<file path="config.mk">
export PLATFORM = sky130hd
export DESIGN_NAME = pe_chain
export DESIGN_NICKNAME = d
export VERILOG_FILES = /design/src/sa_pkg.sv /design/src/pe_chain.sv
export SDC_FILE = /design/constraint.sdc
export NUM_CORES = 1
export LEC_CHECK = 0
export BUFFER_PORTS_ARGS = -buffer_cell sky130_fd_sc_hd__clkbuf_2
export CAP_MARGIN = 15
export CELL_PAD_IN_SITES_DETAIL_PLACEMENT = 0
export CELL_PAD_IN_SITES_GLOBAL_PLACEMENT = 2
export CORE_AREA = 5 5 71 99
export DETAILED_ROUTE_END_ITERATION = 10
export DIE_AREA = 0 0 76 104
export PLACE_DENSITY = 0.93
export SLEW_MARGIN = 10
export SYNTH_ARGS = -nofsm -noshare
export SYNTH_HDL_FRONTEND = slang
export SYNTH_SLANG_ARGS = --single-unit
</file>
<file path="constraint.sdc">
create_clock -name clk -period 5.2 [get_ports clk]
set_clock_uncertainty 0.2 [all_clocks]
set_input_delay 1.3 -clock clk [delete_from_list [all_inputs] [get_ports clk]]
set_output_delay 1.3 -clock clk [all_outputs]
set_load 0.05 [all_outputs]
</file>
<file path="src/sa_pkg.sv">
//////////////////////////////
// sizes are fixed for a 4 x 4 job of 8-bit words
// nothing here is meant to be varied per instance
//////////////////////////////

package sa_pkg;

    localparam int lanes = 4;         // lanes per job, also rows per job
    localparam int data_w = 8;        // stored word width
    localparam int addr_w = 8;        // bank address width
    localparam int lane_w = $clog2(lanes);
    localparam int mem_depth = 1 << addr_w;

    // read wavefront length, then the deskew tail
    localparam int job_cycles = 2 * lanes;
    localparam int job_latency = job_cycles + lanes;
    localparam int cnt_w = $clog2(job_latency);

    // skewed reader sequencing
    typedef enum logic {
        st_idle,
        st_sweep
    } reader_state_t;

    // owner of the bank ports
    typedef enum logic {
        grant_host,
        grant_job
    } grant_t;

endpackage

</file>
<file path="src/pe_chain.sv">
//////////////////////////////
// running sums wrap modulo 256
// one register stage per lane
//////////////////////////////

module pe_chain (
    input  logic                                    clk,
    input  logic                                    reset,
    input  logic [sa_pkg::lanes-1:0]                rd_en,
    input  logic [sa_pkg::lanes*sa_pkg::data_w-1:0] rd_data,
    output logic [sa_pkg::lanes*sa_pkg::data_w-1:0] sum_data,
    output logic [sa_pkg::lanes-1:0]                sum_valid
);
    import sa_pkg::*;

    logic [lanes-1:0] data_vld;   // bank data valid, one cycle after rd_en

    always_ff @(posedge clk) begin
        if (reset) begin
            data_vld <= '0;
            sum_valid <= '0;
        end else begin
            data_vld <= rd_en;
            sum_valid <= data_vld;
        end
    end

    always_ff @(posedge clk) begin
        sum_data[0 +: data_w] <= rd_data[0 +: data_w];    // lane 0 starts the sum
        for (int i = 1; i < lanes; i++) begin
            // lane i-1 holds the same row here thanks to the skew
            sum_data[i*data_w +: data_w] <= rd_data[i*data_w +: data_w]
                                          + sum_data[(i-1)*data_w +: data_w];
        end
    end

endmodule

</file>
* After elaboration in Yosys (flattened, before gate mapping)
Cells that the tools add are included.
Word-level totals: flip-flop bits (word level) 40, logic and storage cells 6, input bits 38
Cells by class: add/subtract/negate cells 3
Operator list (count):
- $add 8x8->8 | 3

* Logic depth before layout (Yosys ltp)
depth after elaboration 1, mapped depth 7, mapped depth without buffers 7

* Worst setup path after synthesis
OpenSTA, ideal clock, no wires.
path type input-to-reg, start input port rd_data[8] in the netlist's numbering, end register sum_data[14] in the netlist's numbering, setup slack 2332 ps, data arrival time 2607 ps, cell stages on the path 7, library setup time 62 ps, path buffers 0, required time 4938 ps, cells stage by stage ha_1 > inv_1 > fa_1 > nor2b_4 > o31a_1 > or4b_1 > nand3_1
On the way: cells in the longest elaborated chain, start to end 1
Ends and longest elaborated chain:
- start, declared | RTL line pe_chain.sv:10 | input logic [sa_pkg::lanes*sa_pkg::data_w-1:0] rd_data,
- $add 8x8->8 | RTL line pe_chain.sv:33 | + sum_data[(i-1)*data_w +: data_w];
- end signal, assigned by index | RTL line pe_chain.sv:29 | sum_data[0 +: data_w] <= rd_data[0 +: data_w];
- end signal, assigned by index | RTL line pe_chain.sv:32 | sum_data[i*data_w +: data_w] <= rd_data[i*data_w +: data_w]
- end, declared | RTL line pe_chain.sv:11 | output logic [sa_pkg::lanes*sa_pkg::data_w-1:0] sum_data,
No other way between the ends. A chain may end at the register's enable or synchronous reset.

* Final worst setup path
Ends and elaborated chain as after synthesis.

==> metrics.yaml <==
layout:
  antenna_cells: 0
  area_growth_pct: 33.0
  stdcell_area_sq_mm: 0.00235
  fin_nets: 311
  fin_util_pct: 38.6
  final_common_cell: "clkbuf_2"
  final_cell_mix: "73 x clkbuf_2, 40 x dfxtp_1, 21 x ha_1"
  fillCellCount: 637
  final_layout_size_suffix_gt1_share_pct: 32.8
yosys:
  syn-num-nets: 231
  post_synth.cell_area_avg_sq_um: 10.4
  synth_area_leaders: "dfxtp_1 45%, ha_1 15%, xnor2_1 4.5%"
  syn_area_sq_mm: 0.00177
  yosysTopAreaCell: "dfxtp_1"
  synth_ff_type: "dfxtp_1"
  yosysTopAreaCellShare_pct: 45.4
  synth_cell_type_count: 28
  yosysSeqAreaShare_pct: 45.4
  yosysWarnings: 0
  syn-instance-count: 169
  async_reset_ff_share_pct: 0
  synth-edff-count: 0
  ys_ff_latch: 40
detailed_routing:
  wl_per_cell_um: 11.4
  wirelength_um: 3690
  remaining_drc_errors: 0
  first_pass_iters: 4
  ant_nets: 0
  via_per_inst: 4.53
  num_vias: 1458
  drt_iter0_drc: 14
setup_path:
  startpoint_type: "input port"
  r2r_start: "sum_data[0]$_DFF_P_"
  crit_start: "rd_data[8]"
  path_cells: "clkbuf_2, ha_1, inv_1, fa_1, nor2b_4, o31a_1, or4b_1, nand3_1"
  path_max_fanout: 3
  endpoint_kind: "flop"
  crit_path_top_delay_cell: "or4b_1"
  critPathKind: "in2reg"
  arrival_ns: 2.79
  worstPathRequired_ns: 5.23
  critical-path-max-stage-delay_ns: 0.48
timing:
  setup_tns_ns: 0
  finalHoldViolations: 0
  drv_slew: 0
  finalCritPeriodShare_pct: 53.0
  grt_setup_unrepaired: "false"
  clock.fmax_mhz: 363
  min_period_ns: 2.76
  setup_viol: 0
  max_slew_margin_pct: 80.1
  tightest_slew_ns: 0.297
cts:
  cts_buffer_depth: 2
  clkTransAtPathRegs_ns: 0.08
  htreeDepth: 2
  clock-root-buffer: "clkbuf_8"
  clk_latency_ns: 0.29
  cts_buffers: 5
  post_cts_buffers: 0
  post_cts_resized: 0
  tritoncts: "done"
  ctsHoldBuffers: 0
  cts.sinks: 40
floorplan:
  die-area_sq_mm: 0.00790
  core_sq_mm: 0.00608
  die_w_um: 76
  die_height_um: 104
  io-pin-count: 74
  num_rows: 34
  start_util_pct: 29.0
global_route:
  grt.total_usage_pct: 9.67
  grt_remaining_overflow: 0
  antenna_found_initial: 0
  grt_pass1_vias: 1429
  grt_pass1_wl_um: 6130
  grt_max_degree: 13
job:
  maxCapViolCount: 0
status:
  status: "completed"
pwr:
  ir_drop_uv: 178
  p_leak_uw: 0.00116
  cellPowerDensity_mw_per_mm2: 541
placement:
  postPlaceCellArea_sq_mm: 0.00222
  dpl.hpwl_um: 3150
  io_buffer_count: 73
  gp_congestion: 0.793
min_path:
  hp-start: "data_vld[2]$_SDFF_PP0_"
  hold_path.class: "reg2reg"
## final cells by class
class,instances,area (sq um),share of cell area (%)
timing repair buffer,73,365,15.6
clock buffer,7,96.3,4.10
multi-input combinational,115,912,38.9
clock inverter,1,30.0,1.28
tap,72,90.1,3.84
inverter,14,52.6,2.24
sequential,40,801,34.1
## worst paths after layout
path                                                end  slack [ns]  depth (start not counted)
worst max-delay path               sum_data[14]$_DFF_P_        2.44                          8
worst max register to register     sum_data[14]$_DFF_P_        3.23                          7
worst min-delay path            sum_valid[2]$_SDFF_PP0_        0.24                          1
worst min register to register  sum_valid[2]$_SDFF_PP0_        0.24                          1
## cells in the mapped netlist, drive strengths merged (4+ instances only)
cell	count
nor2b	11
o21ai	8
a211oi	4
nand3	5
xor2	4
a21oi	14
nor2	8
inv	14
xnor2	9
ha	21
dfxtp	40
## state kept, by name (all words and copies together), names as in the netlist
name,flops
data_vld,4
sum_valid,4
sum_data,32
## critical path, delay by kind of cell
kind                       cells  cell delay [ns]
and+or+nand+nor                3             0.63
adders and majority gates      2             0.45
AOI/OAI and AO/OA              1             0.26
buffers and inverters          2             0.15
## report_power, final
group | leakage [uW] | internal [uW] | total, uW | switching, uW
Clock | 0.0000645 | 169 | 276 | 107
Sequential | 0.000336 | 381 | 411 | 30.1
Combinational | 0.000760 | 174 | 582 | 408
## metal layers
layer	part of all wire (%)	up-vias	global-route usage, %
li1	-	755	-
met1	34	655	8.76
met2	56	43	18.4
met3	7.5	5	3.47
met4	2.0	0	4.58
met5	0	-	0
## kinds of logic (layout without fill, tap and decap cells)
group	after synthesis	count (layout)	share of synthesized area [%]
AOI/OAI and AO/OA	42	42	15.0
and+or+nand+nor	35	35	11.3
DFF	40	40	45.4
adders and majority gates	24	24	18.3
muxes	1	1	0.567
xor gates and xnor gates	13	13	6.45
buffers and inverters	14	95	2.98
## per-stage QoR
stage / hold WS (ns) / setup WS, ns / instances / power (uW)
finish: 0.235 / 2.44 / 322 / 1270
global route: 0.263 / 2.38 / 322 / 1350
CTS: 0.239 / 2.44 / 322 / 1290
detailed placement: 0.220 / 2.13 / 314 / 1010
global placement: 0.217 / 2.18 / 314 / 1000
floorplan: 0.214 / 2.33 / 169 / 875
Power figures use the tool's default switching activity.
