## src/sa_pkg.sv

```systemverilog
//////////////////////////////
// sizes are fixed for a 4 x 4 job of 8-bit words
// nothing here is meant to be varied per instance
//////////////////////////////

package sa_pkg;

    localparam int lanes = 4;         // lanes per job, also rows per job
    localparam int data_w = 8;        // stored word width
    localparam int addr_w = 8;        // bank address width
    localparam int lane_w = $clog2(lanes);
    localparam int mem_depth = 1 << addr_w;

    // read wavefront length, then the deskew tail
    localparam int job_cycles = 2 * lanes;
    localparam int job_latency = job_cycles + lanes;
    localparam int cnt_w = $clog2(job_latency);

    // skewed reader sequencing
    typedef enum logic {
        st_idle,
        st_sweep
    } reader_state_t;

    // owner of the bank ports
    typedef enum logic {
        grant_host,
        grant_job
    } grant_t;

endpackage

```

## src/bank_arbiter.sv

```systemverilog
//////////////////////////////
// host strobes are dropped while a job owns the banks
// host must watch host_wait and retry
//////////////////////////////

module bank_arbiter (
    input  logic                                    clk,
    input  logic                                    reset,
    input  logic                                    start,
    input  logic                                    done,
    input  logic                                    host_wr,
    input  logic                                    host_rd,
    input  logic [sa_pkg::lane_w-1:0]               host_lane,
    input  logic [sa_pkg::addr_w-1:0]               host_addr,
    input  logic [sa_pkg::data_w-1:0]               host_wdata,
    input  logic [sa_pkg::lanes-1:0]                rd_en,
    input  logic [sa_pkg::lanes*sa_pkg::addr_w-1:0] rd_addr,
    input  logic                                    row_we,
    input  logic [sa_pkg::addr_w-1:0]               row_addr,
    input  logic [sa_pkg::lanes*sa_pkg::data_w-1:0] row_data,
    input  logic [sa_pkg::lanes*sa_pkg::data_w-1:0] rd_data,
    output logic [sa_pkg::lanes-1:0]                mem_re,
    output logic [sa_pkg::lanes*sa_pkg::addr_w-1:0] mem_raddr,
    output logic [sa_pkg::lanes-1:0]                mem_we,
    output logic [sa_pkg::addr_w-1:0]               mem_waddr,
    output logic [sa_pkg::lanes*sa_pkg::data_w-1:0] mem_wdata,
    output logic [sa_pkg::data_w-1:0]               host_rdata,
    output logic                                    host_rvalid,
    output logic                                    host_wait,
    output logic                                    busy
);
    import sa_pkg::*;

    grant_t            grant;
    logic              job;
    logic [lanes-1:0]  host_sel;   // one-hot host lane
    logic [lane_w-1:0] rlane_q;    // lane of the pending host read

    assign job = (grant == grant_job);
    assign busy = job;
    assign host_wait = job;
    assign host_sel = lanes'(1) << host_lane;

    // job owns the banks from the start edge until done
    always_ff @(posedge clk) begin
        if (reset) begin
            grant <= grant_host;
        end else if (!job && start) begin
            grant <= grant_job;
        end else if (job && done) begin
            grant <= grant_host;
        end
    end

    always_ff @(posedge clk) begin
        if (reset) begin
            host_rvalid <= 1'b0;
        end else begin
            host_rvalid <= host_rd && !job;
        end
    end

    always_ff @(posedge clk) begin
        if (host_rd && !job) begin
            rlane_q <= host_lane;
        end
    end

    assign host_rdata = rd_data[rlane_q*data_w +: data_w];

    always_comb begin
        if (job) begin
            mem_re = rd_en;
            mem_raddr = rd_addr;
            mem_we = {lanes{row_we}};    // result rows hit every lane
            mem_waddr = row_addr;
            mem_wdata = row_data;
        end else begin
            mem_re = host_rd ? host_sel : '0;
            mem_raddr = {lanes{host_addr}};
            mem_we = host_wr ? host_sel : '0;
            mem_waddr = host_addr;
            mem_wdata = {lanes{host_wdata}};
        end
    end

endmodule

```

## config.mk

```make
export PLATFORM = sky130hd
export DESIGN_NAME = bank_arbiter
export DESIGN_NICKNAME = d
export VERILOG_FILES = /design/src/sa_pkg.sv /design/src/bank_arbiter.sv
export SDC_FILE = /design/constraint.sdc
export NUM_CORES = 1
export LEC_CHECK = 0
export BUFFER_PORTS_ARGS = -buffer_cell sky130_fd_sc_hd__buf_4
export CAP_MARGIN = 10
export CORE_AREA = 5 5 84 86
export DETAILED_ROUTE_END_ITERATION = 10
export DIE_AREA = 0 0 89 91
export HOLD_SLACK_MARGIN = 0.15
export PLACE_DENSITY = 0.65
export SLEW_MARGIN = 20
export SYNTH_ARGS = -nofsm -noshare
export SYNTH_HDL_FRONTEND = slang
export SYNTH_SLANG_ARGS = --single-unit
```

## constraint.sdc

```tcl
create_clock -name clk -period 1.4 [get_ports clk]
set_input_delay 0 -clock clk [delete_from_list [all_inputs] [get_ports clk]]
set_output_delay 0 -clock clk [all_outputs]
set_load 0.005 [all_outputs]
```

# After elaboration in Yosys (flattened, before gate mapping)
# Index checks and enable logic that the tools add are counted.
[totals]
ff_bits = 4
wordCells = 19
out_inout_bits = 91
inputBits = 133
[classes]
n_shift = 2
n_mux = 9
reduce_logical = 5
[op_table]
columns = ["cell", "n"]
rows = [
  ["$mux W32", 2],
  ["$shiftx A32 B6 Y8", 1],
  ["$mux W4", 4],
  ["$mux W8", 1],
  ["$shl A1 B2 Y4 const A", 1],
  ["$logic_and A1 B1 Y1", 3],
  ["$mux W1", 2],
  ["$reduce_bool A2 Y1", 1],
  ["$logic_not A1 Y1", 1],
]

# Longest topological paths before layout
[depth]
word_depth = 3
mapped_depth = 4
depth_no_buf = 2

# Least setup slack after synthesis
# Ideal clock, no wire load.
[synth_timing]
kind = "register -> output"
start = "register rlane_q[0]"
end = "output port host_rdata[0] (netlist name)"
path_slack_ns = 0.426
path_stages_with_launch = 3
t_arrival_ns = 0.974
path_buffers = 1
required_ns = 1.400
cell_sequence = "edfxtp_1 -> buf_6 -> mux4_2"
[synth_via]
elab_chain_len = 1
[synth_lines]
columns = ["element", "line", "rtl"]
rows = [
  ["start: declaration", "bank_arbiter.sv:37", "logic [lane_w-1:0] rlane_q;"],
  ["start signal: assignment", "bank_arbiter.sv:65", "rlane_q <= host_lane;"],
  ["$shiftx A32 B6 Y8", "bank_arbiter.sv:69", "assign host_rdata = rd_data[rlane_q*data_w +: data_w];"],
  ["end: declaration", "bank_arbiter.sv:27", "output logic [sa_pkg::data_w-1:0] host_rdata,"],
]
# No other way between the ends.

# Worst setup path after layout
[layout_timing]
start = "register rlane_q[0]"
end = "output port host_rdata[6] (netlist name)"
# The elaborated chain is that of the path after synthesis.

==> impl_metrics.json <==
{
  "fin_cells": 507,
  "layout_common_cells": "buf_4, nand2_1, nand2b_1",
  "crit_path_end_kind": "output pin",
  "postCtsSetupRepairBufs": 0,
  "fin_crit_ns": 1.38,
  "power.density_nw_per_um2": 506,
  "first_pass_iters": 3,
  "dr.first_iter.drc_count": 32,
  "clockBufferDepth": 2,
  "finalSetupViolations": 0,
  "grt_pass1_vias": 2174,
  "status": "completed",
  "io-pin-count": 224,
  "cp.required_ns": 1.40,
  "antenna_found_initial": 0,
  "fin_nets": 564,
  "avgSynthCellArea_um2": 5.43,
  "num_vias": 2164,
  "r2r_slack_ns": 0.39,
  "wire_per_inst_um": 14.4,
  "peakVddDrop_mv": 0.307,
  "hold_path.class": "in2reg",
  "fmax_ghz": 0.726,
  "overflow": 0,
  "core_um2": 6200,
  "arrival_ns": 1.38,
  "slew_headroom": 0.750,
  "synth_warnings": 0,
  "path_max_fanout": 8,
  "syn_to_final_growth_pct": 169,
  "ys_ff_latch": 4,
  "finalHoldViolations": 0,
  "die_height_um": 91,
  "cap_violations": 0,
  "crit_type": "reg2out",
  "port_buffers": 223,
  "hpwlAfterDp_um": 6200,
  "syn_area_um2": 1120,
  "p_leak_nw": 1.76,
  "clk_latency_ns": 0.22,
  "fin_skew_ns": 0.00310,
  "pre_cts_slack_ns": 0.240,
  "clock-sinks": 4,
  "grt_pass1_wl_um": 10300,
  "worst_slew_pin_slew_ns": 0.375,
  "num_antenna_cells": 0,
  "yosysSeqAreaShare": 0.0891,
  "rsz0062_at_grt": "true",
  "drive_above_1_share": 0.563,
  "path_clk_slew_ns": 0.03,
  "htreeDepth": 1,
  "gp_congestion": 0.845,
  "grt_max_degree": 69,
  "power_w": 0.00153,
  "grt.total_usage": 0.158,
  "dp.cells": 497,
  "fin_ws_ns": 0.0221,
  "drt_wl_total_um": 7280,
  "dieArea_um2": 8100,
  "die_w_um": 89,
  "cp-start-kind": "flop",
  "vias_per_cell": 4.27,
  "row_count": 29,
  "final_common_cell": "buf_4",
  "root_buffer": "clkbuf_8",
  "synth_cell_types": 14,
  "drv_slew": 0,
  "ant_nets": 0,
  "numCtsBuffers": 3,
  "syn-num-nets": 340,
  "initial_utilization": 0.181,
  "final.period_utilization": 0.984,
  "cts_tree": "yes",
  "drcViolationCount": 0,
  "postSynthCellCount": 207
}
## cell usage after synthesis
| master | number | area share |
|---|---|---|
| o21ai_0 | 6 | 0.027 |
| nor2_1 | 2 | 0.0067 |
| mux4_2 | 8 | 0.16 |
| buf_4 | 8 | 0.053 |
| o31ai_1 | 2 | 0.013 |
| a211oi_1 | 1 | 0.0067 |
| nand2b_1 | 20 | 0.11 |
| clkbuf_2 | 1 | 0.0045 |
| dfxtp_1 | 2 | 0.036 |
| edfxtp_1 | 2 | 0.053 |
| inv_1 | 1 | 0.0033 |
| nand2_1 | 150 | 0.50 |
| buf_2 | 3 | 0.013 |
| buf_6 | 1 | 0.010 |
## kinds of logic (layout without fill, tap and decap cells)
group / count (synthesis) / after routing / synth area share
simple gates: 172 / 172 / 0.619
compound gates: 9 / 9 / 0.0468
flops: 4 / 4 / 0.0891
buf+inv: 14 / 237 / 0.0846
mux: 8 / 8 / 0.160
## worst paths after layout
path,start,end,cells after the start
min,host_rd,host_rvalid$_SDFF_PP0_,3
max,rlane_q[0]$_DFFE_PP_,host_rdata[6],3
max reg2reg,busy$_SDFFE_PP0P_,rlane_q[0]$_DFFE_PP_,2
min reg2reg,busy$_SDFFE_PP0P_,busy$_SDFFE_PP0P_,3
## what timing repair did
action / 4_1_cts / 5_1_grt
endpoints found under the hold margin: 4 / 0
hold buffers: 5 / 0
endpoints found under the setup margin: 0 / 41
gates resized for setup: 0 / 11
## cell type report
class	count	area, um2
timing repair buffer	232	1840
inverter	1	3.75
tap	77	96.3
sequential	4	101
fill	639	3180
multi-input combinational	189	936
clock buffer	4	45.0
## through the flow
stage          hold WS [ns]  instance area, um2  TNS, ns  utilization
4_1_cts               0.168                2960        0        0.477
6_report              0.162                3020        0        0.487
3_5_place_dp          0.174                2860        0        0.462
5_1_grt               0.187                3020   -0.149        0.487
2_1_floorplan        0.0622                1120        0            -
3_3_place_gp          0.170                2860        0        0.462
## worst max-delay path, stage by stage (launching register included)
cell	delay (ns)
edfxtp_1	0.36
buf_12	0.15
mux4_2	0.50
buf_6	0.14
## flip-flops by register name, summed over array words and instances (netlist names)
| name | flops |
|---|---|
| rlane_q | 2 |
| busy | 1 |
| host_rvalid | 1 |
## power by group
part           internal (W)  switching (W)
registers          0.000133      0.0000128
clock network      0.000195      0.0000637
logic              0.000705       0.000420
## layer usage
| metal | part of all wire | track usage | vias to the layer above |
|---|---|---|---|
| met5 | 0 | 0 | - |
| met4 | 0.015 | 0.0484 | 0 |
| met3 | 0.13 | 0.0561 | 10 |
| met2 | 0.53 | 0.311 | 142 |
| met1 | 0.32 | 0.147 | 917 |
| li1 | - | - | 1095 |
(Power assumes the default switching activity.)
