===== src/sa_pkg.sv =====
//////////////////////////////
// sizes are fixed for a 4 x 4 job of 8-bit words
// nothing here is meant to be varied per instance
//////////////////////////////

package sa_pkg;

    localparam int lanes = 4;         // lanes per job, also rows per job
    localparam int data_w = 8;        // stored word width
    localparam int addr_w = 8;        // bank address width
    localparam int lane_w = $clog2(lanes);
    localparam int mem_depth = 1 << addr_w;

    // read wavefront length, then the deskew tail
    localparam int job_cycles = 2 * lanes;
    localparam int job_latency = job_cycles + lanes;
    localparam int cnt_w = $clog2(job_latency);

    // skewed reader sequencing
    typedef enum logic {
        st_idle,
        st_sweep
    } reader_state_t;

    // owner of the bank ports
    typedef enum logic {
        grant_host,
        grant_job
    } grant_t;

endpackage


===== src/deskew_writer.sv =====
//////////////////////////////
// dst_base is latched at start; rows go to dst_base + k
// done pulses once, after the last row is written
//////////////////////////////

module deskew_writer (
    input  logic                                    clk,
    input  logic                                    reset,
    input  logic                                    start,
    input  logic [sa_pkg::addr_w-1:0]               dst_base,
    input  logic                                    wr_active,
    input  logic [sa_pkg::lanes*sa_pkg::data_w-1:0] sum_data,
    input  logic [sa_pkg::lanes-1:0]                sum_valid,
    output logic                                    row_we,
    output logic [sa_pkg::addr_w-1:0]               row_addr,
    output logic [sa_pkg::lanes*sa_pkg::data_w-1:0] row_data,
    output logic                                    done
);
    import sa_pkg::*;

    logic                    running;
    logic [addr_w-1:0]       dst_q;
    logic [lanes*data_w-1:0] al_data;    // one full row after deskew
    logic [lanes-1:0]        al_valid;
    logic                    stg_we;
    logic [lanes*data_w-1:0] stg_data;
    logic [lane_w-1:0]       row_cnt;

    // lane i waits lanes-1-i cycles for the last lane to catch up
    for (genvar i = 0; i < lanes; i++) begin : g_lane
        if (i == lanes - 1) begin : g_pass
            assign al_data[i*data_w +: data_w] = sum_data[i*data_w +: data_w];
            assign al_valid[i] = sum_valid[i];
        end else begin : g_delay
            logic [data_w-1:0]  dq [lanes-1-i];
            logic [lanes-2-i:0] vq;

            always_ff @(posedge clk) begin
                dq[0] <= sum_data[i*data_w +: data_w];
                for (int j = 1; j < lanes - 1 - i; j++) begin
                    dq[j] <= dq[j-1];
                end
            end

            always_ff @(posedge clk) begin
                if (reset) begin
                    vq <= '0;
                end else begin
                    vq[0] <= sum_valid[i];
                    for (int j = 1; j < lanes - 1 - i; j++) begin
                        vq[j] <= vq[j-1];
                    end
                end
            end

            assign al_data[i*data_w +: data_w] = dq[lanes-2-i];
            assign al_valid[i] = vq[lanes-2-i];
        end
    end

    always_ff @(posedge clk) begin
        if (reset) begin
            running <= 1'b0;
            stg_we <= 1'b0;
            row_we <= 1'b0;
            row_cnt <= '0;
            done <= 1'b0;
        end else begin
            if (start && !running) begin
                running <= 1'b1;
            end else if (done) begin
                running <= 1'b0;
            end
            stg_we <= &al_valid;
            row_we <= stg_we;     // two stages keep the fixed job latency
            if (!wr_active) begin
                row_cnt <= '0;
            end else if (row_we) begin
                row_cnt <= row_cnt + 1'b1;
            end
            done <= row_we && (row_cnt == lane_w'(lanes - 1));
        end
    end

    always_ff @(posedge clk) begin
        if (start && !running) begin
            dst_q <= dst_base;
        end
        stg_data <= al_data;
        row_data <= stg_data;
    end

    assign row_addr = dst_q + addr_w'(row_cnt);

endmodule


===== config.mk =====
export PLATFORM = sky130hd
export DESIGN_NAME = deskew_writer
export DESIGN_NICKNAME = d
export VERILOG_FILES = /design/src/sa_pkg.sv /design/src/deskew_writer.sv
export SDC_FILE = /design/constraint.sdc
export NUM_CORES = 1
export LEC_CHECK = 0
export BUFFER_PORTS_ARGS = -buffer_cell sky130_fd_sc_hd__buf_2
export CORE_ASPECT_RATIO = 0.5
export CORE_UTILIZATION = 56
export CTS_BUF_LIST = sky130_fd_sc_hd__clkbuf_2
export DETAILED_ROUTE_END_ITERATION = 6
export PLACE_DENSITY = 0.91
export SETUP_SLACK_MARGIN = 0.4
export SYNTH_ARGS = -nofsm -noshare
export SYNTH_HDL_FRONTEND = slang
export SYNTH_SLANG_ARGS = --single-unit

===== constraint.sdc =====
create_clock -name clk -period 3.85 [get_ports clk]
set_input_delay 0.9625 -clock clk [delete_from_list [all_inputs] [get_ports clk]]
set_output_delay 0.9625 -clock clk [all_outputs]
set_load 0.005 [all_outputs]

# Word level (Yosys, flattened, before mapping)
# Memories as Yosys holds them, arrays and structs flattened. A register that Yosys moved wholly into a read port is not among the register bits.
# Index checks and enable logic that the tools add are counted.
# W data, S select, Z words.
[op_classes]
add_sub_neg = 2
eq_ne = 1
mux = 2
bitwise = 1
reduce_logical = 6
[ops]
columns = ["op", "n"]
rows = [
  ["$add A8 B2 Y8", 1],
  ["$reduce_and A4 Y1", 1],
  ["$add A2 B1 Y2 const B", 1],
  ["$eq A2 B2 Y1 const B", 1],
  ["$logic_and A1 B1 Y1", 2],
  ["$mux W1", 2],
  ["$reduce_bool A2 Y1", 1],
  ["$reduce_or A2 Y1", 1],
  ["$logic_not A1 Y1", 1],
  ["$not A1 Y1", 1],
]
[totals]
ff_bits = 84
ram_bits = 48
in_bits = 48
output_inout_bits = 42
word_cells = 26
mem_count = 3
[memory_table]
columns = ["memory", "words", "word_bits", "read_ports", "rd_clocked_by_memory_dff", "wr", "line_no", "source"]
rows = [
  ["g_lane[0].g_delay.dq", 3, 8, 3, 1, 3, "deskew_writer.sv:35", "logic [data_w-1:0] dq [lanes-1-i];"],
  ["g_lane[1].g_delay.dq", 2, 8, 2, 1, 2, "deskew_writer.sv:35", ""],
  ["g_lane[2].g_delay.dq", 1, 8, 1, 1, 1, "deskew_writer.sv:35", ""],
]

# Logic depth before layout (Yosys ltp)
[logic_depth]
word_depth = 3
mapped_depth = 6
ltp_nobuf = 6

# Worst setup path before layout
# OpenSTA, ideal clock, no wires.
[synth_path]
path_type = "reg-to-output"
from = "register row_cnt[0]"
to = "output row_addr[4] (netlist bit)"
arrival_ns = 1.366
required_ns = 2.888
slack_ns = 1.522
path_stages_with_launch = 7
path_buffers = 0
cell_sequence = "dfxtp_1 -> ha_1 -> inv_1 -> fa_1 -> and2b_1 -> nand2_1 -> xnor2_1"
[synth_between]
elab_chain_cells = 1
[synth_lines]
columns = ["item", "line_no", "source"]
rows = [
  ["start, declared", "deskew_writer.sv:27", "logic [lane_w-1:0] row_cnt;"],
  ["start signal, assigned", "deskew_writer.sv:79", "row_cnt <= row_cnt + 1'b1;"],
  ["$add A8 B2 Y8", "deskew_writer.sv:93", "assign row_addr = dst_q + addr_w'(row_cnt);"],
  ["end, declared", "deskew_writer.sv:15", "output logic [sa_pkg::addr_w-1:0] row_addr,"],
]
# Every way passes these cells.

# Worst setup path after layout
[layout_path]
from = "register row_cnt[0]"
to = "output row_addr[6] (netlist bit)"
# The elaborated chain is that of the path after synthesis.

==> results.sh <==
export IMPL_syn_inst=174
export IMPL_synth_compound_area_frac=0.00499
export IMPL_drt_first_pass_iters=4
export IMPL_insertion_delay_ns=0.57
export IMPL_final_hold_violation_count=0
export IMPL_cts_sinks=132
export IMPL_powerDensity_nw_per_um2=637
export IMPL_synth_flop_cell="dfxtp_1"
export IMPL_h_tree_depth=4
export IMPL_power_leakage_uw=0.00176
export IMPL_cp_slowest_cell="dfxtp_1"
export IMPL_drc_errors=0
export IMPL_post_dp_cell_area_um2=3540
export IMPL_finalNonFillerCells=363
export IMPL_grt_max_degree=17
export IMPL_final_area_um2=3820
export IMPL_gr_total_overflow=0
export IMPL_cts_resized=0
export IMPL_drt_iter0_drc=51
export IMPL_initial_core_util=0.596
export IMPL_dieArea_um2=5690
export IMPL_track_usage=0.160
export IMPL_root_buffer="clkbuf_2"
export IMPL_synth_area_leaders="dfxtp_1 (83%), edfxtp_1 (8.0%), xnor2_1 (2.0%)"
export IMPL_clock_skew_ns=0.0178
export IMPL_hp_class="flip-flop to flip-flop"
export IMPL_syn2layout_area_growth_pct=26.9
export IMPL_yosys_warnings=0
export IMPL_first_global_vias=1487
export IMPL_port_buffers=89
export IMPL_rsz0062_at_grt="no"
export IMPL_muxShareOfSynthArea=0.00333
export IMPL_vias=1528
export IMPL_synth_xor_area_frac=0.0204
export IMPL_cts_tree="yes"
export IMPL_setup_viol=0
export IMPL_postCtsSetupBuffers=0
export IMPL_path_max_fanout=3
export IMPL_synth_edf_count=8
export IMPL_setup_tns_final_ns=0
export IMPL_criticalPathCategory="flip-flop to primary output"
export IMPL_syn_num_nets=226
export IMPL_yosysTopAreaCellShare=0.825
export IMPL_fmax_mhz=319
export IMPL_die_h_um=53.8
export IMPL_dp_hpwl_um=2960
export IMPL_nFillCells=326
export IMPL_worst_ir_drop_vdd_v=0.000410
export IMPL_drv_slew=0
export IMPL_critPathBufInv=2
export IMPL_die_x_um=106
export IMPL_grt_pass1_wl_um=6290
export IMPL_cts_made_buffers=17
export IMPL_status="completed"
export IMPL_path_cells="ha_1 -> inv_1 -> fa_1 -> and2b_1 -> nand2_1 -> xnor2_1 -> buf_2"
export IMPL_core_area_um2=5040
export IMPL_arrival_ns=2.17
export IMPL_cts_hold_buffers_added=0
export IMPL_postSynthAreaPerCell_um2=17.3
export IMPL_slowest_delay_ns=0.41
export IMPL_cts_buffer_depth=2
export IMPL_wl_per_cell_um=11.6
export IMPL_layout_min_cycle_time_ns=3.13
export IMPL_syn_area_um2=3010
export IMPL_synthMostInstantiatedCell="dfxtp_1"
export IMPL_slew_headroom=0.589
export IMPL_required_ns=2.89
export IMPL_crit_path_end_kind="primary output"
export IMPL_dp_cells=332
export IMPL_worst_pin_slew_ns=0.615
export IMPL_synth_seq_cells=132
export IMPL_min_period_over_period=0.814
export IMPL_viasPerCell=4.21
export IMPL_ant_nets=0
export IMPL_synth_fa_ha_area_frac=0.0191
export IMPL_place_gp_congestion=0.750
export IMPL_wirelength_um=4200
export IMPL_rows=18
export IMPL_antenna_found_initial=0
export IMPL_antennaDiodeCount=0
export IMPL_synth_distinct_cells=17
export IMPL_final_core_util=0.756
export IMPL_fin_nets=333
export IMPL_synth_top_cells_by_count="dfxtp_1 (124), edfxtp_1 (8), nor2b_1 (8), xnor2_1 (7), nor2_1 (5)"
export IMPL_clkTransAtPathRegs_ns=0.17
export IMPL_seq_area_frac_synth=0.905
export IMPL_ioPinCount=90
export IMPL_synth_simple_area_share=0.0408
export IMPL_synth_largest_area_cell="dfxtp_1"
export IMPL_synth_top_family_by_area="simple AND/OR/NAND/NOR gates"
export IMPL_critPathTopFamily="adder cells"
export IMPL_cap_violations=0
export IMPL_drive_above_1_share=0.399
export IMPL_cp_start_kind="flip-flop"
export IMPL_ys_async_sr_fraction=0
[cells in the final DEF, fill, tap and decap left out]
cell type,instances
inv_1,4
a211oi_1,1
nand4_1,3
dfxtp_1,124
fa_1,1
clkinv_2,4
clkbuf_2,18
clkinvlp_4,1
ha_1,3
clkinv_1,3
mux2i_1,1
nor2b_1,8
bufinv_16,5
xnor2_1,7
nand2_1,4
buf_2,89
nor2_1,5
a21o_1,1
and3_1,1
nand2b_1,1
and2b_1,1
edfxtp_1,8
[stage by stage]
step / hold WS (ns) / power (µW) / setup WS (ns)
floorplan: 0.310 / 1510 / 1.52
global placement: 0.310 / 1550 / 1.42
detailed placement: 0.312 / 1560 / 1.32
CTS: 0.339 / 2460 / 0.635
global route: 0.341 / 2540 / 0.513
finish: 0.330 / 2430 / 0.716
[sequential cells by signal, summed over array words and instances (netlist names)]
| register | count |
|---|---|
| running | 1 |
| stg_data | 32 |
| g_lane.g_delay.vq | 6 |
| stg_we | 1 |
| g_lane.g_delay.dq | 48 |
| row_we | 1 |
| row_cnt | 2 |
| dst_q | 8 |
| row_data | 32 |
| done | 1 |
[report_power, final]
part	switching, µW	internal, µW	leakage, µW
sequential	18.9	1450	0.00112
combinational	23.5	35.7	0.000471
clock	423	480	0.000166
total	465	1970	0.00176
[kinds of logic after synthesis]
family / after synthesis
buf+inv: 5
xor+xnor: 7
fa+ha+maj: 4
mux: 1
compound gates: 2
simple gates: 23
flops: 132
[worst paths after layout]
kind	from	endpoint	slack, ns	cells past startpoint
hold reg to reg	g_lane[0].g_delay.dq[1][4]$_DFF_P_	g_lane[0].g_delay.dq[2][4]$_DFF_P_	0.33	0
setup / recovery	row_cnt[0]$_SDFFE_PP0P_	row_addr[6]	0.72	7
hold / removal	g_lane[0].g_delay.dq[1][4]$_DFF_P_	g_lane[0].g_delay.dq[2][4]$_DFF_P_	0.33	0
setup reg to reg	running$_SDFFE_PP0P_	dst_q[6]$_DFFE_PP_	2.66	1
[area by class of cell]
class | count | area [µm²] | area share
Clock buffer | 18 | 90.1 | 0.0236
Clock inverter | 13 | 189 | 0.0495
Inverter | 4 | 15.0 | 0.00393
Multi-Input combinational cell | 37 | 267 | 0.0698
Sequential cell | 132 | 2720 | 0.713
Tap cell | 70 | 87.6 | 0.0230
Timing Repair Buffer | 89 | 445 | 0.117
[per-layer routing]
metal / global-route usage / part of all wire
met5: 0 / 0
met4: 0.0833 / 0.0050
met3: 0.0787 / 0.049
met2: 0.310 / 0.58
met1: 0.145 / 0.37
Power figures use the tool's default switching activity.
