`config.mk`:
```
export PLATFORM = sky130hd
export DESIGN_NAME = skew_reader
export DESIGN_NICKNAME = d
export VERILOG_FILES = /design/src/sa_pkg.sv /design/src/skew_reader.sv
export SDC_FILE = /design/constraint.sdc
export NUM_CORES = 1
export LEC_CHECK = 0
export BUFFER_PORTS_ARGS = -buffer_cell sky130_fd_sc_hd__buf_4
export CAP_MARGIN = 20
export CORE_UTILIZATION = 45
export DETAILED_ROUTE_END_ITERATION = 10
export GPL_TIMING_DRIVEN = 0
export PLACE_DENSITY = 0.78
export SLEW_MARGIN = 20
export SYNTH_ARGS = -nofsm -noshare
export SYNTH_HDL_FRONTEND = slang
export SYNTH_SLANG_ARGS = --single-unit
```
`constraint.sdc`:
```
create_clock -name clk -period 2.1 [get_ports clk]
set_input_delay 0.21 -clock clk [delete_from_list [all_inputs] [get_ports clk]]
set_output_delay 0.21 -clock clk [all_outputs]
set_load 0.02 [all_outputs]
```
`src/sa_pkg.sv`:
```
//////////////////////////////
// sizes are fixed for a 4 x 4 job of 8-bit words
// nothing here is meant to be varied per instance
//////////////////////////////

package sa_pkg;

    localparam int lanes = 4;         // lanes per job, also rows per job
    localparam int data_w = 8;        // stored word width
    localparam int addr_w = 8;        // bank address width
    localparam int lane_w = $clog2(lanes);
    localparam int mem_depth = 1 << addr_w;

    // read wavefront length, then the deskew tail
    localparam int job_cycles = 2 * lanes;
    localparam int job_latency = job_cycles + lanes;
    localparam int cnt_w = $clog2(job_latency);

    // skewed reader sequencing
    typedef enum logic {
        st_idle,
        st_sweep
    } reader_state_t;

    // owner of the bank ports
    typedef enum logic {
        grant_host,
        grant_job
    } grant_t;

endpackage

```
`src/skew_reader.sv`:
```
//////////////////////////////
// start is taken only when idle; sweep spans the whole job
// so a start during a running job is ignored
//////////////////////////////

module skew_reader (
    input  logic                                    clk,
    input  logic                                    reset,
    input  logic                                    start,
    input  logic [sa_pkg::addr_w-1:0]               src_base,
    output logic [sa_pkg::lanes-1:0]                rd_en,
    output logic [sa_pkg::lanes*sa_pkg::addr_w-1:0] rd_addr,
    output logic                                    wr_active
);
    import sa_pkg::*;

    reader_state_t     state;
    logic [cnt_w-1:0]  count;
    logic [addr_w-1:0] src_q;
    logic [addr_w-1:0] row_off [lanes];   // next row per lane

    always_ff @(posedge clk) begin
        if (reset) begin
            state <= st_idle;
            count <= '0;
            rd_en <= '0;
        end else begin
            case (state)
                st_idle: begin
                    if (start) begin
                        state <= st_sweep;
                        count <= '0;
                        rd_en <= lanes'(1);    // lane 0, row 0 goes first
                    end
                end
                st_sweep: begin
                    count <= count + 1'b1;
                    // ones for lanes cycles, then zeros drain the diagonal
                    rd_en <= {rd_en[lanes-2:0], count < cnt_w'(lanes - 1)};
                    if (count == cnt_w'(job_latency - 1)) begin
                        state <= st_idle;
                        count <= '0;
                    end
                end
                default: state <= st_idle;
            endcase
        end
    end

    always_ff @(posedge clk) begin
        if (state == st_idle && start) begin
            src_q <= src_base;
            for (int i = 0; i < lanes; i++) begin
                row_off[i] <= '0;
            end
        end else begin
            for (int i = 0; i < lanes; i++) begin
                if (rd_en[i]) begin
                    row_off[i] <= row_off[i] + 1'b1;    // step once the row is read
                end
            end
        end
    end

    for (genvar i = 0; i < lanes; i++) begin : g_addr
        assign rd_addr[i*addr_w +: addr_w] = src_q + row_off[i];
    end

    // output side writes in the second half
    assign wr_active = (state == st_sweep) && (count >= cnt_w'(job_latency / 2));

endmodule

```
## Yosys cells after proc, flatten, opt, wreduce, memory -nomap -nowiden

Memories as Yosys holds them, arrays and structs flattened.
Cells that the tools add are included.

- Bits in registers: 17
- Latch bits: 0
- Memory bits (writable): 32
- ROM bits: 0
- Input port bits: 11
- Output and inout bits: 37
- Logic and storage cells: 51
- Memories: 1

- Add/subtract/negate cells: 9
- Multiply operators: 0
- Divide/modulo/power cells: 0
- $lt $le $gt $ge: 2
- Equality and inequality tests: 2
- Shift operators: 0
- Muxes and demuxes: 26
- Bitwise logic cells: 5
- Reductions and logical operators: 2

Memories:

| name | words | bits a word | rd ports | clocked after Yosys merged registers in | wr ports | RTL line | RTL |
|---|---|---|---|---|---|---|---|
| row_off | 4 | 8 | 4 | 0 | 4 | skew_reader.sv:20 | `logic [addr_w-1:0] row_off [lanes];` |

Operators with widths:

| operator | number |
|---|---|
| 8-bit by 1-bit adder with 8-bit output, second input constant | 4 |
| 8-bit adder | 4 |
| 8-bit 2-to-1 mux | 4 |
| 1-bit 2-to-1 mux | 16 |
| 4-bit one-hot mux with 2 select lines | 2 |
| 4-bit 2-to-1 mux | 3 |
| 4-bit by 1-bit adder with 4-bit output, second input constant | 1 |
| 4-bit == test, second input constant | 1 |
| 4-bit by 3-bit >= comparator with 1-bit output, second input constant | 1 |
| 4-bit by 2-bit less-than comparator with 1-bit output, second input constant | 1 |
| 1-bit bitwise OR | 4 |
| 1-bit logical AND | 2 |
| 2-bit != test, second input constant | 1 |
| 1-bit one-hot mux with 2 select lines | 1 |
| 1-bit inverter | 1 |

## Depth between registers and ports, before layout

- Word-level depth: 5
- Gate-level depth with buffers: 7
- Depth with buffers taken out: 7

## Least setup slack after synthesis

Ideal clock, no wire load.

- Path kind: reg2out
- From: mem row_off[1][0]
- To: out rd_addr[14] (netlist name)
- Arrival: 1.910 ns
- Data required time: 1.890 ns
- Path slack: -0.020 ns
- Stages on the path, launching flop included: 8
- Path buffers: 0
- Cell sequence: edfxtp_1 -> ha_1 -> inv_1 -> fa_1 -> nor2b_4 -> o31a_1 -> or4b_1 -> nand3_1

RTL lines:

| item | RTL line | RTL |
|---|---|---|
| start, declared | skew_reader.sv:20 |  |
| end, declared | skew_reader.sv:12 | `output logic [sa_pkg::lanes*sa_pkg::addr_w-1:0] rd_addr,` |

## Worst setup path in the final report

- From: reg src_q[0]
- To: out rd_addr[22] (netlist name)

- Word-level cells in the longest chain between the ends: 1

Ends and longest elaborated chain:

| item | RTL line | RTL |
|---|---|---|
| start, declared | skew_reader.sv:19 | `logic [addr_w-1:0] src_q;` |
| start signal, assigned | skew_reader.sv:52 | `src_q <= src_base;` |
| 8-bit adder | skew_reader.sv:66 | `assign rd_addr[i*addr_w +: addr_w] = src_q + row_off[i];` |

Every way passes these cells.

==> Implementation_results.wiki <==
{| class="wikitable"
! Metric !! Value
|-
| Outcome || finished, violations left
|-
| Violated checks || setup timing
|-
| Worst Tran Pin Value || 0.4068 ns
|-
| Fmax achieved || 388.1 MHz
|-
| Area contributors post-synth || sky130_fd_sc_hd__edfxtp_1 36%, sky130_fd_sc_hd__ha_1 13%, sky130_fd_sc_hd__xor2_1 6.0%
|-
| Setup total negative slack || -4.274 ns
|-
| Maximum resistive drop on vdd || 0.2754 mV
|-
| RSZ-0062 raised after global routing || true
|-
| Wirelength per Cell || 15.71 um
|-
| Post-route DRC violation count || 0
|-
| Clock tree from TritonCTS || built
|-
| Clk_lat worst skew || 0.30 ns
|-
| Switching power of the nets || 0.9178 mW
|-
| Share of power burned in combinational logic || 36.9%
|-
| Pwr/cell area || 628.2 nW/um2
|-
| Critical path launch point type || flop
|-
| Portion of the post-synthesis area used by sequential elements || 41.09%
|-
| Sink Count || 49
|-
| Area delta synth->final || 32.34%
|-
| Effective utilization at floorplan || 46.35%
|-
| Cell-internal power || 1.877 mW
|-
| Sequential cell fraction of total power || 42.9%
|-
| Top library cells by usage in the layout, fill and taps aside || 56 x sky130_fd_sc_hd__buf_4, 41 x sky130_fd_sc_hd__nor2_1, 40 x sky130_fd_sc_hd__edfxtp_1
|-
| DR vias/cell || 5.438
|-
| Worst setup path category || reg -> out
|-
| Share of final-layout standard cells stronger than drive strength 1 || 30.73%
|-
| Final worst-path cycle share || 122.7%
|-
| Number of port buffers || 46
|-
| Yosys reg bits || 49
|-
| Worst Clk Skew || 0.006883 ns
|-
| HPWL reported at the end of detailed placement || 5395 um
|-
| Floorplan die area || 7821 um2
|-
| Library cell used as clock root buffer || sky130_fd_sc_hd__clkbuf_8
|-
| Iter 0 DRT Violations || 106
|-
| Routed wire length || 7996 um
|-
| Post-route worst hold slack || 0.08477 ns
|-
| Cell count after synthesis || 332
|-
| Width of the die || 88.44 um
|-
| Site row count || 31
|-
| Antenna viol nets, final || 0
|-
| Top cell type's share of synthesized area || 35.73%
|-
| Share of total power in the clock network || 20.2%
|-
| Endpoint type of the worst setup path || primary output
|-
| Global-route wire length before repair || 12450 um
|-
| Antenna violations before repair || 0
|-
| Global-route layer with the greatest usage || met2
|-
| Final critical delay including setup and external delays || 2.577 ns
|-
| Length of the first detailed-routing pass in iterations || 4
|-
| Final weighted congestion in routability-driven placement || 0.8050
|-
| Cell variety after synth || 37
|-
| Number of diodes added for antenna fixing || 0
|-
| Clock input transition at the sequential cells of the worst setup and hold paths || 0.08 ns
|-
| Switching share of total power || 32.84%
|-
| Number of ports placed on the die boundary || 48
|-
| Critical path fanouts, max || 4
|-
| Clock buffers created by TritonCTS || 5
|-
| Most common library cell in the layout ignoring fill and taps || sky130_fd_sc_hd__buf_4
|-
| Leftover overflow at the end of global routing || 0
|-
| Largest area contributor in the synthesized netlist || sky130_fd_sc_hd__edfxtp_1
|-
| Number of H-tree levels || 2
|-
| Post-cts hold buffer count || 0
|-
| Synthesized cell area || 3362 um2
|-
| Critical path arrival || 2.37 ns
|-
| Placeable core area || 7253 um2
|-
| Net Count, Synth || 381
|-
| M1 GR Usage || 25.45%
|-
| Vias in the first global route || 2702
|-
| GRT met2 Usage || 36.01%
|-
| Class of the worst hold path || in -> reg
|-
| Synthesized area divided by synthesized cell count || 10.13 um2
|-
| Setup-violating endpoint count in the final report || 21
|-
| Number of nets in the layout || 458
|-
| Final core utilization || 61.34%
|-
| Post-layout worst setup margin || -0.4766 ns
|-
| Final max-slew violation count || 0
|-
| Reported max-cap violation count || 0
|-
| CTS max path bufs || 2
|-
| Final-report hold violation count || 0
|-
| Overall Global Routing Usage || 21.11%
|-
| Count of warnings emitted by yosys || 0
|-
| Final Power || 2.795 mW
|-
| Met3 global-route usage || 4.384%
|-
| Die Y-Extent || 88.44 um
|-
| Maximum number of pins on one net before global-route repair || 15
|-
| Overall via count from detail_route || 2768
|-
| Required time at the worst-slack endpoint || 1.89 ns
|-
| Relative max-transition margin || 72.88%
|-
| Leak Pwr || 1.772 nW
|}
[state kept, by name, indices dropped and copies added, names as in the netlist]
signal   flops
row_off     32
src_q        8
count        4
rd_en        4
state        1
[cells in the mapped netlist (all sizes together)]
| library cell | n |
|---|---|
| nor2 | 41 |
| edfxtp | 40 |
| ha | 34 |
| xor2 | 23 |
| a21oi | 22 |
| xnor2 | 22 |
| nand3 | 20 |
| nand2 | 16 |
| inv | 15 |
| o21ai | 14 |
| and3 | 9 |
| dfxtp | 9 |
| nor2b | 9 |
| nand2b | 6 |
| nor3 | 5 |
| a21o | 4 |
| fa | 4 |
| nor3b | 4 |
| o21a | 4 |
| mux2i | 3 |
| o211ai | 3 |
| o31a | 3 |
| o31ai | 3 |
| or4b | 3 |
| a211oi | 2 |
| a311oi | 2 |
| clkbuf | 2 |
| nand4 | 2 |
| a31oi | 1 |
| a41oi | 1 |
| and3b | 1 |
| and4 | 1 |
| buf | 1 |
| nand3b | 1 |
| o22a | 1 |
| or3 | 1 |
[final timing paths]
| path | startpoint | endpoint | slack, ns | depth (start not counted) |
|---|---|---|---|---|
| setup / recovery | src_q[0] | rd_addr[22] | -0.48 | 8 |
| hold / removal | src_base[3] | src_q[3] | 0.08 | 1 |
| setup reg to reg | state | row_off[0][2] | 0.40 | 4 |
| hold reg to reg | count[0] | count[0] | 0.52 | 2 |
[metrics by stage]
| stage | setup WS [ns] | instances | area, um2 |
|---|---|---|---|
| 2_1_floorplan | 0.02330 | 332 | 3377 |
| 3_3_place_gp | -0.2228 | 477 | 3846 |
| 3_5_place_dp | -0.2559 | 477 | 3846 |
| 4_1_cts | -0.4465 | 506 | 4275 |
| 5_1_grt | -0.5517 | 509 | 4449 |
| 6_report | -0.4766 | 509 | 4449 |
[area by class of cell]
cell class	instances	area, um2
repair buffers	70	578.1
flip-flops and latches	49	1381
inverters	15	56.30
well taps	99	123.9
plain buffers	3	11.26
clock buffers	8	90.09
fillers	570	2804
multi-input cells	265	2208
[critical path: stages, from the launching register on]
cell and delay (ns):
sky130_fd_sc_hd__edfxtp_1 0.51, sky130_fd_sc_hd__ha_2 0.25, sky130_fd_sc_hd__inv_2 0.06, sky130_fd_sc_hd__fa_2 0.23
sky130_fd_sc_hd__nor2b_4 0.05, sky130_fd_sc_hd__o31a_1 0.26, sky130_fd_sc_hd__or4b_4 0.50, sky130_fd_sc_hd__nand3_2 0.10
sky130_fd_sc_hd__buf_6 0.11
[power groups by stage]
stage | clock network [mW] | registers [mW] | logic, mW
6_report | 0.563 | 1.20 | 1.03
5_1_grt | 0.612 | 1.21 | 1.12
4_1_cts | 0.572 | 1.20 | 0.947
3_5_place_dp | 0 | 1.22 | 0.846
3_3_place_gp | 0 | 1.21 | 0.827
2_1_floorplan | 0 | 1.19 | 0.568
[cell families after synthesis]
group,count (synthesis),synth area share (%)
and+or+nand+nor,119,18.31
AOI/OAI and AO/OA,60,10.94
DFF,49,41.09
xor gates and xnor gates,45,11.72
adders and majority gates,38,15.04
buffers and inverters,18,2.010
muxes,3,0.8932
[routing by layer]
| metal | wire [um] | up-vias |
|---|---|---|
| met1 | 3511 | 1328 |
| li1 | - | 1351 |
| met3 | 291 | 17 |
| met5 | 0 | - |
| met4 | 232 | 0 |
| met2 | 3960 | 72 |
[timing repair]
item	CTS	global route
resized for setup	43	29
pin swaps	28	33
endpoints found under the setup margin	21	25
buffers inserted	21	6
endpoints found under the hold margin	0	0
Note: power is estimated with default switching activity, not from simulation.
